**src/common/cpuCtrl_defs.svh**
```systemverilog
// ----------------------------------------
// field widths and opcode values of the
// control unit. include wherever a width
// or an opcode code is needed
// ----------------------------------------
`ifndef CPU_CTRL_DEFS_SVH
`define CPU_CTRL_DEFS_SVH

// ----------------------------------------
// widths
`define OPCODE_W 4      // instruction opcode
`define STATE_W  5      // sequencer state
`define ALU_W    3      // alu op and alu source select

// ----------------------------------------
// full opcodes
`define OP_LOAD    4'b0000
`define OP_STOPNOP 4'b0001      // nop bit picks nop or stop
`define OP_STORE   4'b0010
`define OP_ADD     4'b0100
`define OP_BZ      4'b0101
`define OP_SUB     4'b0110
`define OP_NAND    4'b1000
`define OP_BNZ     4'b1001
`define OP_BPZ     4'b1101

// low three bits only, top bit is an operand
`define OP3_SHIFT  3'b011
`define OP3_ORI    3'b111

`endif

```
**src/common/cpuCtrlPkg.sv**
```systemverilog
// ----------------------------------------
// state, instruction class and alu enums
// shared by the control unit blocks.
// import with cpuCtrlPkg::* in the module
// header
// ----------------------------------------
`default_nettype none
`include "cpuCtrl_defs.svh"

package cpuCtrlPkg;

        // multi-cycle machine states
        typedef enum logic [`STATE_W-1:0] {
                resetState = 5'd0,
                fetch      = 5'd1,      // cycle 1
                decode     = 5'd2,      // cycle 2
                aluExec    = 5'd3,
                aluWrite   = 5'd4,      // shared by alu and shift
                shiftExec  = 5'd5,
                oriLoad    = 5'd6,
                oriExec    = 5'd7,
                oriWrite   = 5'd8,
                loadRead   = 5'd9,
                loadWrite  = 5'd10,
                storeMem   = 5'd11,
                branchPz   = 5'd12,
                branchZ    = 5'd13,
                branchNz   = 5'd14,
                halt       = 5'd15
        } ctrlState_t;

        // what the decoder makes of an opcode
        typedef enum logic [3:0] {
                clsAlu, clsShift, clsOri, clsLoad, clsStore,
                clsBpz, clsBz, clsBnz, clsNop, clsStop, clsIllegal
        } instrClass_t;

        typedef enum logic [`ALU_W-1:0] {
                aluAdd   = 3'b000,
                aluSub   = 3'b001,
                aluOr    = 3'b010,
                aluNand  = 3'b011,
                aluShift = 3'b100
        } aluOp_t;

        // second alu operand
        typedef enum logic [`ALU_W-1:0] {
                srcReg       = 3'b000,
                srcOne       = 3'b001,  // pc increment
                srcBranchImm = 3'b010,
                srcOriImm    = 3'b011,
                srcShiftImm  = 3'b100
        } aluSrcB_t;

endpackage

`default_nettype wire

```
**src/opcodeDecoder.sv**
```systemverilog
// ----------------------------------------
// combinational opcode decoder. sorts the
// opcode and nop bit into an instruction
// class for the sequencer and picks the
// alu function of arithmetic instructions
// ----------------------------------------
`timescale 1ns/1ns
`default_nettype none
`include "cpuCtrl_defs.svh"

module opcodeDecoder import cpuCtrlPkg::*;
(
        input  logic [`OPCODE_W-1:0] instr,
        input  logic                 nop,
        output instrClass_t          instrClass,
        output aluOp_t               aluFunc
);

        // priority order matters: shift and ori only look at three bits
        always_comb
        begin
                instrClass = clsIllegal;        // vector codes land here too
                aluFunc    = aluAdd;
                if (instr == `OP_ADD)
                begin
                        instrClass = clsAlu;
                        aluFunc    = aluAdd;
                end
                else if (instr == `OP_SUB)
                begin
                        instrClass = clsAlu;
                        aluFunc    = aluSub;
                end
                else if (instr == `OP_NAND)
                begin
                        instrClass = clsAlu;
                        aluFunc    = aluNand;
                end
                else if (instr[2:0] == `OP3_SHIFT)
                        instrClass = clsShift;
                else if (instr[2:0] == `OP3_ORI)
                        instrClass = clsOri;
                else if (instr == `OP_LOAD)
                        instrClass = clsLoad;
                else if (instr == `OP_STORE)
                        instrClass = clsStore;
                else if (instr == `OP_BPZ)
                        instrClass = clsBpz;
                else if (instr == `OP_BZ)
                        instrClass = clsBz;
                else if (instr == `OP_BNZ)
                        instrClass = clsBnz;
                else if (instr == `OP_STOPNOP)
                begin
                        if (nop)
                                instrClass = clsNop;
                        else
                                instrClass = clsStop;
                end
        end

endmodule

`default_nettype wire

```
**src/control/controlSequencer.sv**
```systemverilog
// ----------------------------------------
// state register and next-state logic of
// the multi-cycle machine. every state
// lasts one cycle, decode branches on the
// instruction class from the decoder
// ----------------------------------------
`timescale 1ns/1ns
`default_nettype none

module controlSequencer import cpuCtrlPkg::*;
(
        input  logic        clock,
        input  logic        reset,
        input  instrClass_t instrClass,
        output ctrlState_t  state
);

        ctrlState_t nextState;

        always_ff @(posedge clock or posedge reset)
        begin
                if (reset)
                        state <= resetState;
                else
                        state <= nextState;
        end

        // ----------------------------------------
        // next state
        always_comb
        begin
                nextState = resetState;         // unused encodings recover here
                case (state)
                        resetState: nextState = fetch;
                        fetch:      nextState = decode;
                        decode:
                        begin
                                case (instrClass)
                                        clsAlu:   nextState = aluExec;
                                        clsShift: nextState = shiftExec;
                                        clsOri:   nextState = oriLoad;
                                        clsLoad:  nextState = loadRead;
                                        clsStore: nextState = storeMem;
                                        clsBpz:   nextState = branchPz;
                                        clsBz:    nextState = branchZ;
                                        clsBnz:   nextState = branchNz;
                                        clsNop:   nextState = fetch;    // two-cycle nop
                                        clsStop:  nextState = halt;
                                        default:  nextState = resetState;
                                endcase
                        end

                        // add, sub, nand and shift share the write cycle
                        aluExec:   nextState = aluWrite;
                        shiftExec: nextState = aluWrite;
                        aluWrite:  nextState = fetch;

                        oriLoad:   nextState = oriExec;
                        oriExec:   nextState = oriWrite;
                        oriWrite:  nextState = fetch;

                        loadRead:  nextState = loadWrite;
                        loadWrite: nextState = fetch;

                        storeMem:  nextState = fetch;
                        branchPz:  nextState = fetch;
                        branchZ:   nextState = fetch;
                        branchNz:  nextState = fetch;

                        halt:      nextState = halt;    // only reset leaves
                        default:   nextState = resetState;
                endcase
        end

endmodule

`default_nettype wire

```
**src/control/controlWordGen.sv**
```systemverilog
// ----------------------------------------
// datapath control word from the current
// state. every field defaults to zero and
// each state raises only its own fields.
// branch pc writes follow the n and z flags
// ----------------------------------------
`timescale 1ns/1ns
`default_nettype none

module controlWordGen import cpuCtrlPkg::*;
(
        input  ctrlState_t state,
        input  aluOp_t     aluFunc,
        input  logic       n,
        input  logic       z,
        output logic       pcWrite,
        output logic       addrSel,
        output logic       memRead,
        output logic       memWrite,
        output logic       irLoad,
        output logic       r1Sel,
        output logic       mdrLoad,
        output logic       r1r2Load,
        output logic       alu1,
        output aluSrcB_t   alu2,
        output aluOp_t     aluOp,
        output logic       aluOutWrite,
        output logic       rfWrite,
        output logic       regIn,
        output logic       flagWrite
);

        always_comb
        begin
                // ----------------------------------------
                // all-zero word
                pcWrite     = 1'b0;
                addrSel     = 1'b0;
                memRead     = 1'b0;
                memWrite    = 1'b0;
                irLoad      = 1'b0;
                r1Sel       = 1'b0;
                mdrLoad     = 1'b0;
                r1r2Load    = 1'b0;
                alu1        = 1'b0;
                alu2        = srcReg;
                aluOp       = aluAdd;
                aluOutWrite = 1'b0;
                rfWrite     = 1'b0;
                regIn       = 1'b0;
                flagWrite   = 1'b0;

                // ----------------------------------------
                // per-state fields
                case (state)
                        fetch:
                        begin
                                pcWrite = 1'b1;         // pc + 1
                                addrSel = 1'b1;         // address from pc
                                memRead = 1'b1;
                                irLoad  = 1'b1;
                                alu2    = srcOne;
                        end
                        decode:
                        begin
                                r1r2Load = 1'b1;
                        end
                        aluExec:
                        begin
                                alu1        = 1'b1;
                                aluOp       = aluFunc;  // add, sub or nand
                                aluOutWrite = 1'b1;
                                flagWrite   = 1'b1;
                        end
                        aluWrite:
                        begin
                                rfWrite = 1'b1;
                        end
                        shiftExec:
                        begin
                                alu1        = 1'b1;
                                alu2        = srcShiftImm;
                                aluOp       = aluShift;
                                aluOutWrite = 1'b1;
                                flagWrite   = 1'b1;
                        end
                        oriLoad:
                        begin
                                r1Sel    = 1'b1;        // accumulator as r1
                                r1r2Load = 1'b1;
                        end
                        oriExec:
                        begin
                                alu1        = 1'b1;
                                alu2        = srcOriImm;
                                aluOp       = aluOr;
                                aluOutWrite = 1'b1;
                                flagWrite   = 1'b1;
                        end
                        oriWrite:
                        begin
                                r1Sel   = 1'b1;
                                rfWrite = 1'b1;
                        end
                        loadRead:
                        begin
                                memRead = 1'b1;
                                mdrLoad = 1'b1;
                        end
                        loadWrite:
                        begin
                                aluOutWrite = 1'b1;
                                rfWrite     = 1'b1;
                                regIn       = 1'b1;     // write data from mdr
                        end
                        storeMem:
                        begin
                                memWrite = 1'b1;
                        end

                        // branch target is pc plus immediate
                        branchPz:
                        begin
                                alu2    = srcBranchImm;
                                pcWrite = ~n;
                        end
                        branchZ:
                        begin
                                alu2    = srcBranchImm;
                                pcWrite = z;
                        end
                        branchNz:
                        begin
                                alu2    = srcBranchImm;
                                pcWrite = ~z;
                        end
                        default:
                        begin
                                // resetState and halt keep the zero word
                        end
                endcase
        end

endmodule

`default_nettype wire

```
**src/controlUnit.sv**
```systemverilog
// ----------------------------------------
// top of the control unit. instr and nop
// come from the ir and stay stable until
// the instruction ends, n and z from the
// flag register
// ----------------------------------------
`timescale 1ns/1ns
`default_nettype none
`include "cpuCtrl_defs.svh"

module controlUnit import cpuCtrlPkg::*;
(
        input  logic                 clock,
        input  logic                 reset,
        input  logic [`OPCODE_W-1:0] instr,
        input  logic                 nop,
        input  logic                 n,
        input  logic                 z,
        output logic                 pcWrite,
        output logic                 addrSel,
        output logic                 memRead,
        output logic                 memWrite,
        output logic                 irLoad,
        output logic                 r1Sel,
        output logic                 mdrLoad,
        output logic                 r1r2Load,
        output logic                 alu1,
        output aluSrcB_t             alu2,
        output aluOp_t               aluOp,
        output logic                 aluOutWrite,
        output logic                 rfWrite,
        output logic                 regIn,
        output logic                 flagWrite,
        output ctrlState_t           state
);

        instrClass_t instrClass;
        aluOp_t      aluFunc;

        opcodeDecoder decoder (
                .instr      (instr),
                .nop        (nop),
                .instrClass (instrClass),
                .aluFunc    (aluFunc)
        );

        controlSequencer sequencer (
                .clock      (clock),
                .reset      (reset),
                .instrClass (instrClass),
                .state      (state)
        );

        // control word from the state, alu function and flags
        controlWordGen wordGen (
                .state       (state),
                .aluFunc     (aluFunc),
                .n           (n),
                .z           (z),
                .pcWrite     (pcWrite),
                .addrSel     (addrSel),
                .memRead     (memRead),
                .memWrite    (memWrite),
                .irLoad      (irLoad),
                .r1Sel       (r1Sel),
                .mdrLoad     (mdrLoad),
                .r1r2Load    (r1r2Load),
                .alu1        (alu1),
                .alu2        (alu2),
                .aluOp       (aluOp),
                .aluOutWrite (aluOutWrite),
                .rfWrite     (rfWrite),
                .regIn       (regIn),
                .flagWrite   (flagWrite)
        );

endmodule

`default_nettype wire

```
**config.mk**
```make
export PLATFORM = sky130hd
export DESIGN_NAME = controlUnit
export DESIGN_NICKNAME = d
export VERILOG_FILES = /design/src/common/cpuCtrlPkg.sv /design/src/opcodeDecoder.sv /design/src/control/controlSequencer.sv /design/src/control/controlWordGen.sv /design/src/controlUnit.sv
export VERILOG_INCLUDE_DIRS = /design/src /design/src/common
export SDC_FILE = /design/constraint.sdc
export NUM_CORES = 1
export LEC_CHECK = 0
export BUFFER_PORTS_ARGS = -buffer_cell sky130_fd_sc_hd__clkbuf_2
export CAP_MARGIN = 20
export CORE_UTILIZATION = 47
export DETAILED_ROUTE_END_ITERATION = 6
export HOLD_SLACK_MARGIN = 0.06
export MAX_ROUTING_LAYER = met4
export PLACE_DENSITY = 0.75
export SKIP_CTS_REPAIR_TIMING = 1
export SYNTH_ARGS = -nofsm -noshare
export SYNTH_HDL_FRONTEND = slang
export SYNTH_SLANG_ARGS = --single-unit
```
**constraint.sdc**
```tcl
create_clock -name clock -period 1.6 [get_ports clock]
set_input_delay 0.24 -clock clock [delete_from_list [all_inputs] [get_ports clock]]
set_output_delay 0.24 -clock clock [all_outputs]
set_load 0.01 [all_outputs]
```
# --- Word level (Yosys, flattened, before mapping) ---
# Memories as Yosys holds them, arrays and structs flattened.
# Cells that the tools add are included.
word_totals:
  wordCells: 69
  output_inout_bits: 24
  regBits: 5
  rom_bits: 64
  in_bits: 9
  n_memories: 1
memory_table:
  columns: ["memory", "words", "width", "read_ports", "rd_clocked_by_memory_dff", "write_ports", "line_no", "text"]
  rows:
  - ["(no name shown)", 16, 4, 1, 0, 0, "controlSequencer.sv:38", "case (instrClass)"]
classes:
  eq_ne: 25
  n_mux: 29
  bitwise_logic: 2
  n_reduce_logical: 11
op_table:
  columns: ["operator", "count"]
  rows:
  - ["$mux W4", 11]
  - ["$eq A5 B4 Y1 const B", 8]
  - ["$pmux W5 S8", 1]
  - ["$eq A5 B3 Y1 const B", 4]
  - ["$eq A4 B3 Y1 const B", 3]
  - ["$eq A4 B4 Y1 const B", 3]
  - ["$pmux W3 S4", 1]
  - ["$mux W1", 11]
  - ["$eq A5 B2 Y1 const B", 2]
  - ["$pmux W3 S3", 1]
  - ["$reduce_or A3 Y1", 3]
  - ["$reduce_or A2 Y1", 4]
  - ["$reduce_or A8 Y1", 1]
  - ["$mux W3", 2]
  - ["$eq A5 B1 Y1 const B", 1]
  - ["$logic_not A5 Y1", 1]
  - ["$eq A4 B1 Y1 const B", 1]
  - ["$eq A4 B2 Y1 const B", 1]
  - ["$logic_not A4 Y1", 1]
  - ["$pmux W1 S4", 1]
  - ["$reduce_or A4 Y1", 1]
  - ["$eq A3 B2 Y1 const B", 1]
  - ["$eq A3 B3 Y1 const B", 1]
  - ["$mux W2", 1]
  - ["$not A1 Y1", 2]

# --- Depth between registers and ports, before layout ---
# An unclocked memory read counts as a cell.
logic_depth:
  ltp_word: 14
  ltp_mapped: 10
  mapped_depth_nobuf: 9

# --- Cells and area by module ---
# From an unflattened synthesis, not the netlist that was laid out.
unflattened:
  hier_cells: 115
  hier_area_um2: 818.3
modules_own_cells:
  columns: ["module", "cells_each", "n_inst", "seq_area_each_um2", "area_per_inst_um2"]
  rows:
  - ["controlSequencer", 46, 1, 100.1, 384.1]
  - ["controlWordGen", 45, 1, 0.0, 275.3]
  - ["opcodeDecoder", 24, 1, 0.0, 158.9]

# --- Least setup slack after synthesis ---
# OpenSTA, ideal clock, no wires.
synth_timing:
  kind: "in2reg"
  start: "input port instr[0]"
  end: "register sequencer.state[2]"
  setup_ps: 126
  n_path_buf: 1
  arrival_ps: 1666
  required_ps: 1474
  cell_stages: 10
  path_slack_ps: -192
  path_cell_list: "and2_1 clkbuf_1 a21oi_1 o21ai_1 o21a_1 ha_1 nand2b_1 a211o_1 o2111ai_1 o21ai_1"
synth_between:
  elab_chain_len: 14
  elab_cells_between_ends: 24
  cone_classes: "eq/ne: 10; mux: 12; reduce/logical: 1; memory: 1"
synth_lines:
  columns: ["element", "line_no", "text"]
  rows:
  - ["start: declaration", "controlUnit.sv:15", "input logic [`OPCODE_W-1:0] instr,"]
  - ["$eq A4 B1 Y1 (no line)", null, null]
  - ["$mux W4", "opcodeDecoder.sv:53", "else if (instr == `OP_STOPNOP)"]
  - ["$mux W4", "opcodeDecoder.sv:51", "else if (instr == `OP_BNZ)"]
  - ["$mux W4", "opcodeDecoder.sv:49", "else if (instr == `OP_BZ)"]
  - ["$mux W4", "opcodeDecoder.sv:47", "else if (instr == `OP_BPZ)"]
  - ["$mux W4", "opcodeDecoder.sv:45", "else if (instr == `OP_STORE)"]
  - ["$mux W4", "opcodeDecoder.sv:43", "else if (instr == `OP_LOAD)"]
  - ["$mux W4", "opcodeDecoder.sv:41", "else if (instr[2:0] == `OP3_ORI)"]
  - ["$mux W4", "opcodeDecoder.sv:39", "else if (instr[2:0] == `OP3_SHIFT)"]
  - ["$mux W4", "opcodeDecoder.sv:34", "else if (instr == `OP_NAND)"]
  - ["$mux W4", "opcodeDecoder.sv:29", "else if (instr == `OP_SUB)"]
  - ["$mux W4 *", "opcodeDecoder.sv:24", "if (instr == `OP_ADD)"]
  - ["$mem_v2 Z16 W4 *", null, null]
  - ["$pmux W5 S8 *", "controlSequencer.sv:33", "case (state)"]
  - ["net sequencer.nextState[2]", "controlSequencer.sv:18", "ctrlState_t nextState;"]
  - ["end signal: assignment", "controlSequencer.sv:23", "state <= resetState;"]
  - ["end signal: assignment", "controlSequencer.sv:25", "state <= nextState;"]
  - ["end: declaration", "controlSequencer.sv:15", "output ctrlState_t state"]
# Mark *: on every way through the listed nets, which the timed path passes. The rest lies on a longest branch.

# --- Worst setup path in the final report ---
layout_timing:
  start: "input port instr[1]"
  end: "register sequencer.state[1]"
# The elaborated chain is that of the path after synthesis.

==> impl_results.md <==
* Synth Area in Simple Gates at 33.3%
* Initial antenna violation count at 0
* DR iter-0 viols at between 50 and 60
* Die height at around 43 µm
* Syn_area_per_cell at 6.67 µm²
* Global-route wire length before repair at 3.75 mm
* Clock skew at a little under 4 ps
* Post-layout util at 81.5%
* Outcome: finished, violations left
* Area Growth Syn to Fin at 60.7%
* Share of cells above drive strength 1 at just over 50%
* Area leader, netlist: dfrtp_1
* Clk Latency, worst-skew pair at around 230 ps
* H-tree depth at 1
* Async SR Flop Fraction at 100%
* Worst Setup Path Type: primary input to flop
* Mapped Nets at roughly 130
* Compound-gate portion of the synthesized area at ~28%
* Critical path endpoint category: flop
* Reg2reg end: sequencer.state[0]
* Warnings, synthesis at 0
* WHS at about 440 ps
* Total grt overflow at 0
* Post-DR vias/cell at 6.05
* Synthesized area at 773 µm²
* Adder-Cell Fraction of Synth Area at between 4 and 5%
* Register bank with the most flops: sequencer.state
* Seq/Total Area, Yosys at about an eighth
* I/O Pins at 33
* GPL Wtd Cong at between 0.8 and 0.9
* Row count at 14
* Gr usage total at roughly 27%
* Launch point of the worst reg-to-reg path: sequencer.state[2]
* Crit path to: sequencer.state[1]
* Fillers at 95
* Iteration count of the initial detailed-routing pass at 5
* Crit-path max cell delay at 290 ps
* Number of flops mapped to enable cells by yosys at 0
* Leak Pwr at between 0.6 and 0.7 nW
* Critical path's slowest cell: ha_4
* Max-cap violations at 0
* RSZ-0062 raised after global routing: true
* Via count at approximately 1100
* Final worst setup slack at -117 ps
* Post-layout net count at 178
* NetSw at about 940 µW
* Post-synthesis mux area share at ~4%
* Crit-path leading delay family: compound AO/OA/AOI/OAI gates
* Cells after Synth at 116
* CP arrival at approximately 1900 ps
* Clock sinks at 4
* Starting density of the core at 50.7%
* Max Buffers Root-to-Sink at 2
* Buffers plus inverters on the worst setup path at 2
* Worst-path clk slew at approximately 40 ps
* CP max FO at 5
* Final hold violation count at 0
* Most instantiated cells after synthesis: nor2_1 (17), a21oi_1 (7), o21ai_1 (7)
* Fin crit period at 1720 ps
* Vias in the first global route at between 900 and 1000
* Die X at about 43 µm
* Port buffer count at 31
* Startpoint types: primary input
* Final Setup Violations at 3
* R2R cell count at 4
* CP Cell Sequence: buf_8, and2_4, a21oi_2, o21ai_2, o21a_1, ha_4, inv_1, a211oi_2, o221ai_1, o21ai_1
* Largest register FFs at 4
* Top Registers: sequencer.state (4)
* Post-route antenna net violation count at 0
* WP data required at around 1700 ps
* Worst hold-check path type: primary input to asynchronous set/reset pin
* Top-count cell post-synth: nor2_1
* #FFs+latches synth at 4
* Synth area leaders: dfrtp_1 (13%), nor2_1 (8.3%), ha_1 (4.9%)
* Main synth FF type: dfrtp_1
* DRC at 0
* DR WL/cell at roughly 15 µm
* Max frequency at between 500 and 600 MHz
* Sequential power share at ~14%
* CTS buffer count at 3
* Comb pwr share at about four fifths
* Inst Count DP at between 150 and 200
* Slew Limit Fails at 0
* CP Depth at 10
* Largest family of logic cells by synthesized area: simple AND/OR/NAND/NOR gates
* Antenna cells at 0
* Clock power share at between 6 and 7%
* Post-Layout Cell Count at 180
* P_int at 931 µW
* XOR/XNOR share of the synthesized area at approximately 3.4%
* Largest net degree at the start of global routing at 11
* Clk root buf: clkbuf_4
* Max rail drop VDD at between 0.9 and 1 mV
* Power, Total at around 1.9 mW
* Final wirelength at around 2.7 mm
* Die footprint at 1810 µm²
* Switching Share at around 50%
* Worst setup startpoint: instr[1]
* Power Density at roughly 1500 nW/µm²
* R2R Setup Slk at 180 ps
* Post-DP HPWL at around 1.7 mm
* CTS tree: built
* Violated checks: setup timing
* Final Cycle Share at 107%
* Synth top area share at between 10% and 20%
* Core area at approximately 1500 µm²
* Netlist cell types at 43
placed cells by master (no fill, tap or decap), types with 2 or more instances in the layout:
cell,netlist,layout
a211oi_2,1,2
a21oi_1,7,6
a31oi_1,2,2
buf_2,6,3
buf_4,4,24
buf_6,0,5
clkbuf_2,0,25
clkbuf_4,0,3
dfrtp_2,0,3
inv_1,6,6
mux2i_1,2,2
nand2_1,6,5
nand2b_1,6,5
nand3_1,2,2
nand3b_1,3,3
nor2_1,17,14
nor2_2,0,3
nor2b_1,4,2
nor2b_4,0,2
nor3_1,4,3
o21ai_1,7,6
o21ai_2,0,2
o221ai_1,2,2
or2_4,0,2
xnor2_1,2,2
logic make-up (layout without fill, tap and decap cells):
kind of cell / Yosys count / after routing
flip-flops: 4 / 4
XOR/XNOR: 3 / 3
other: 1 / 1
adder cells (fa/ha/maj): 3 / 3
AO/OA/AOI/OAI: 32 / 32
buffers and inverters: 20 / 68
AND/OR/NAND/NOR: 50 / 50
multiplexers: 3 / 3
layout make-up:
class	count	area, µm²	share of cell area (%)
tap	16	20.0	1.61
sequential	4	104	8.36
timing repair buffer	59	402	32.3
inverter	6	22.5	1.81
multi-input combinational	92	672	54.1
clock buffer	3	22.5	1.81
worst register-to-register path, delay by kind of cell, from the launching register on:
kind,cells,cell delay (ps)
AND/OR/NAND/NOR,2,630
flip-flops,1,440
buffers and inverters,1,150
AO/OA/AOI/OAI,1,70
worst min path at each step:
stage | slack (ps) | from | cells past startpoint | endpoint
floorplan | 6 | reset | 1 | sequencer.state[0]
global placement | 100 | reset | 2 | sequencer.state[0]
detailed placement | 110 | reset | 2 | sequencer.state[1]
CTS | -130 | reset | 2 | sequencer.state[1]
global route | 450 | reset | 3 | sequencer.state[0]
finish | 440 | reset | 3 | sequencer.state[0]
power groups by stage:
stage	Clock (mW)	Sequential, mW	Combinational [mW]
2_1_floorplan	0	0.222	0.851
3_3_place_gp	0	0.239	1.24
3_5_place_dp	0	0.241	1.26
4_1_cts	0.125	0.241	1.27
5_1_grt	0.136	0.265	1.62
6_report	0.121	0.255	1.49
routing by layer:
layer  routed length [µm]  share of wire (%)  vias up  GRT usage (%)
li1                     -                  -      496              -
met1                 1040                 38      497           28.0
met2                 1400                 51       74           50.2
met3                  149                5.4       22           5.60
met4                  153                5.6        0           10.6
met5                    0                  0        -              -
metrics by stage:
step / instance area (µm²) / worst slack [ps] / setup TNS [ps]
floorplan: 798 / -143 / -233
global placement: 1060 / -219 / -514
detailed placement: 1060 / -293 / -651
CTS: 1080 / -129 / -517
global route: 1240 / -188 / -704
finish: 1240 / -117 / -239
(Power assumes the default switching activity.)
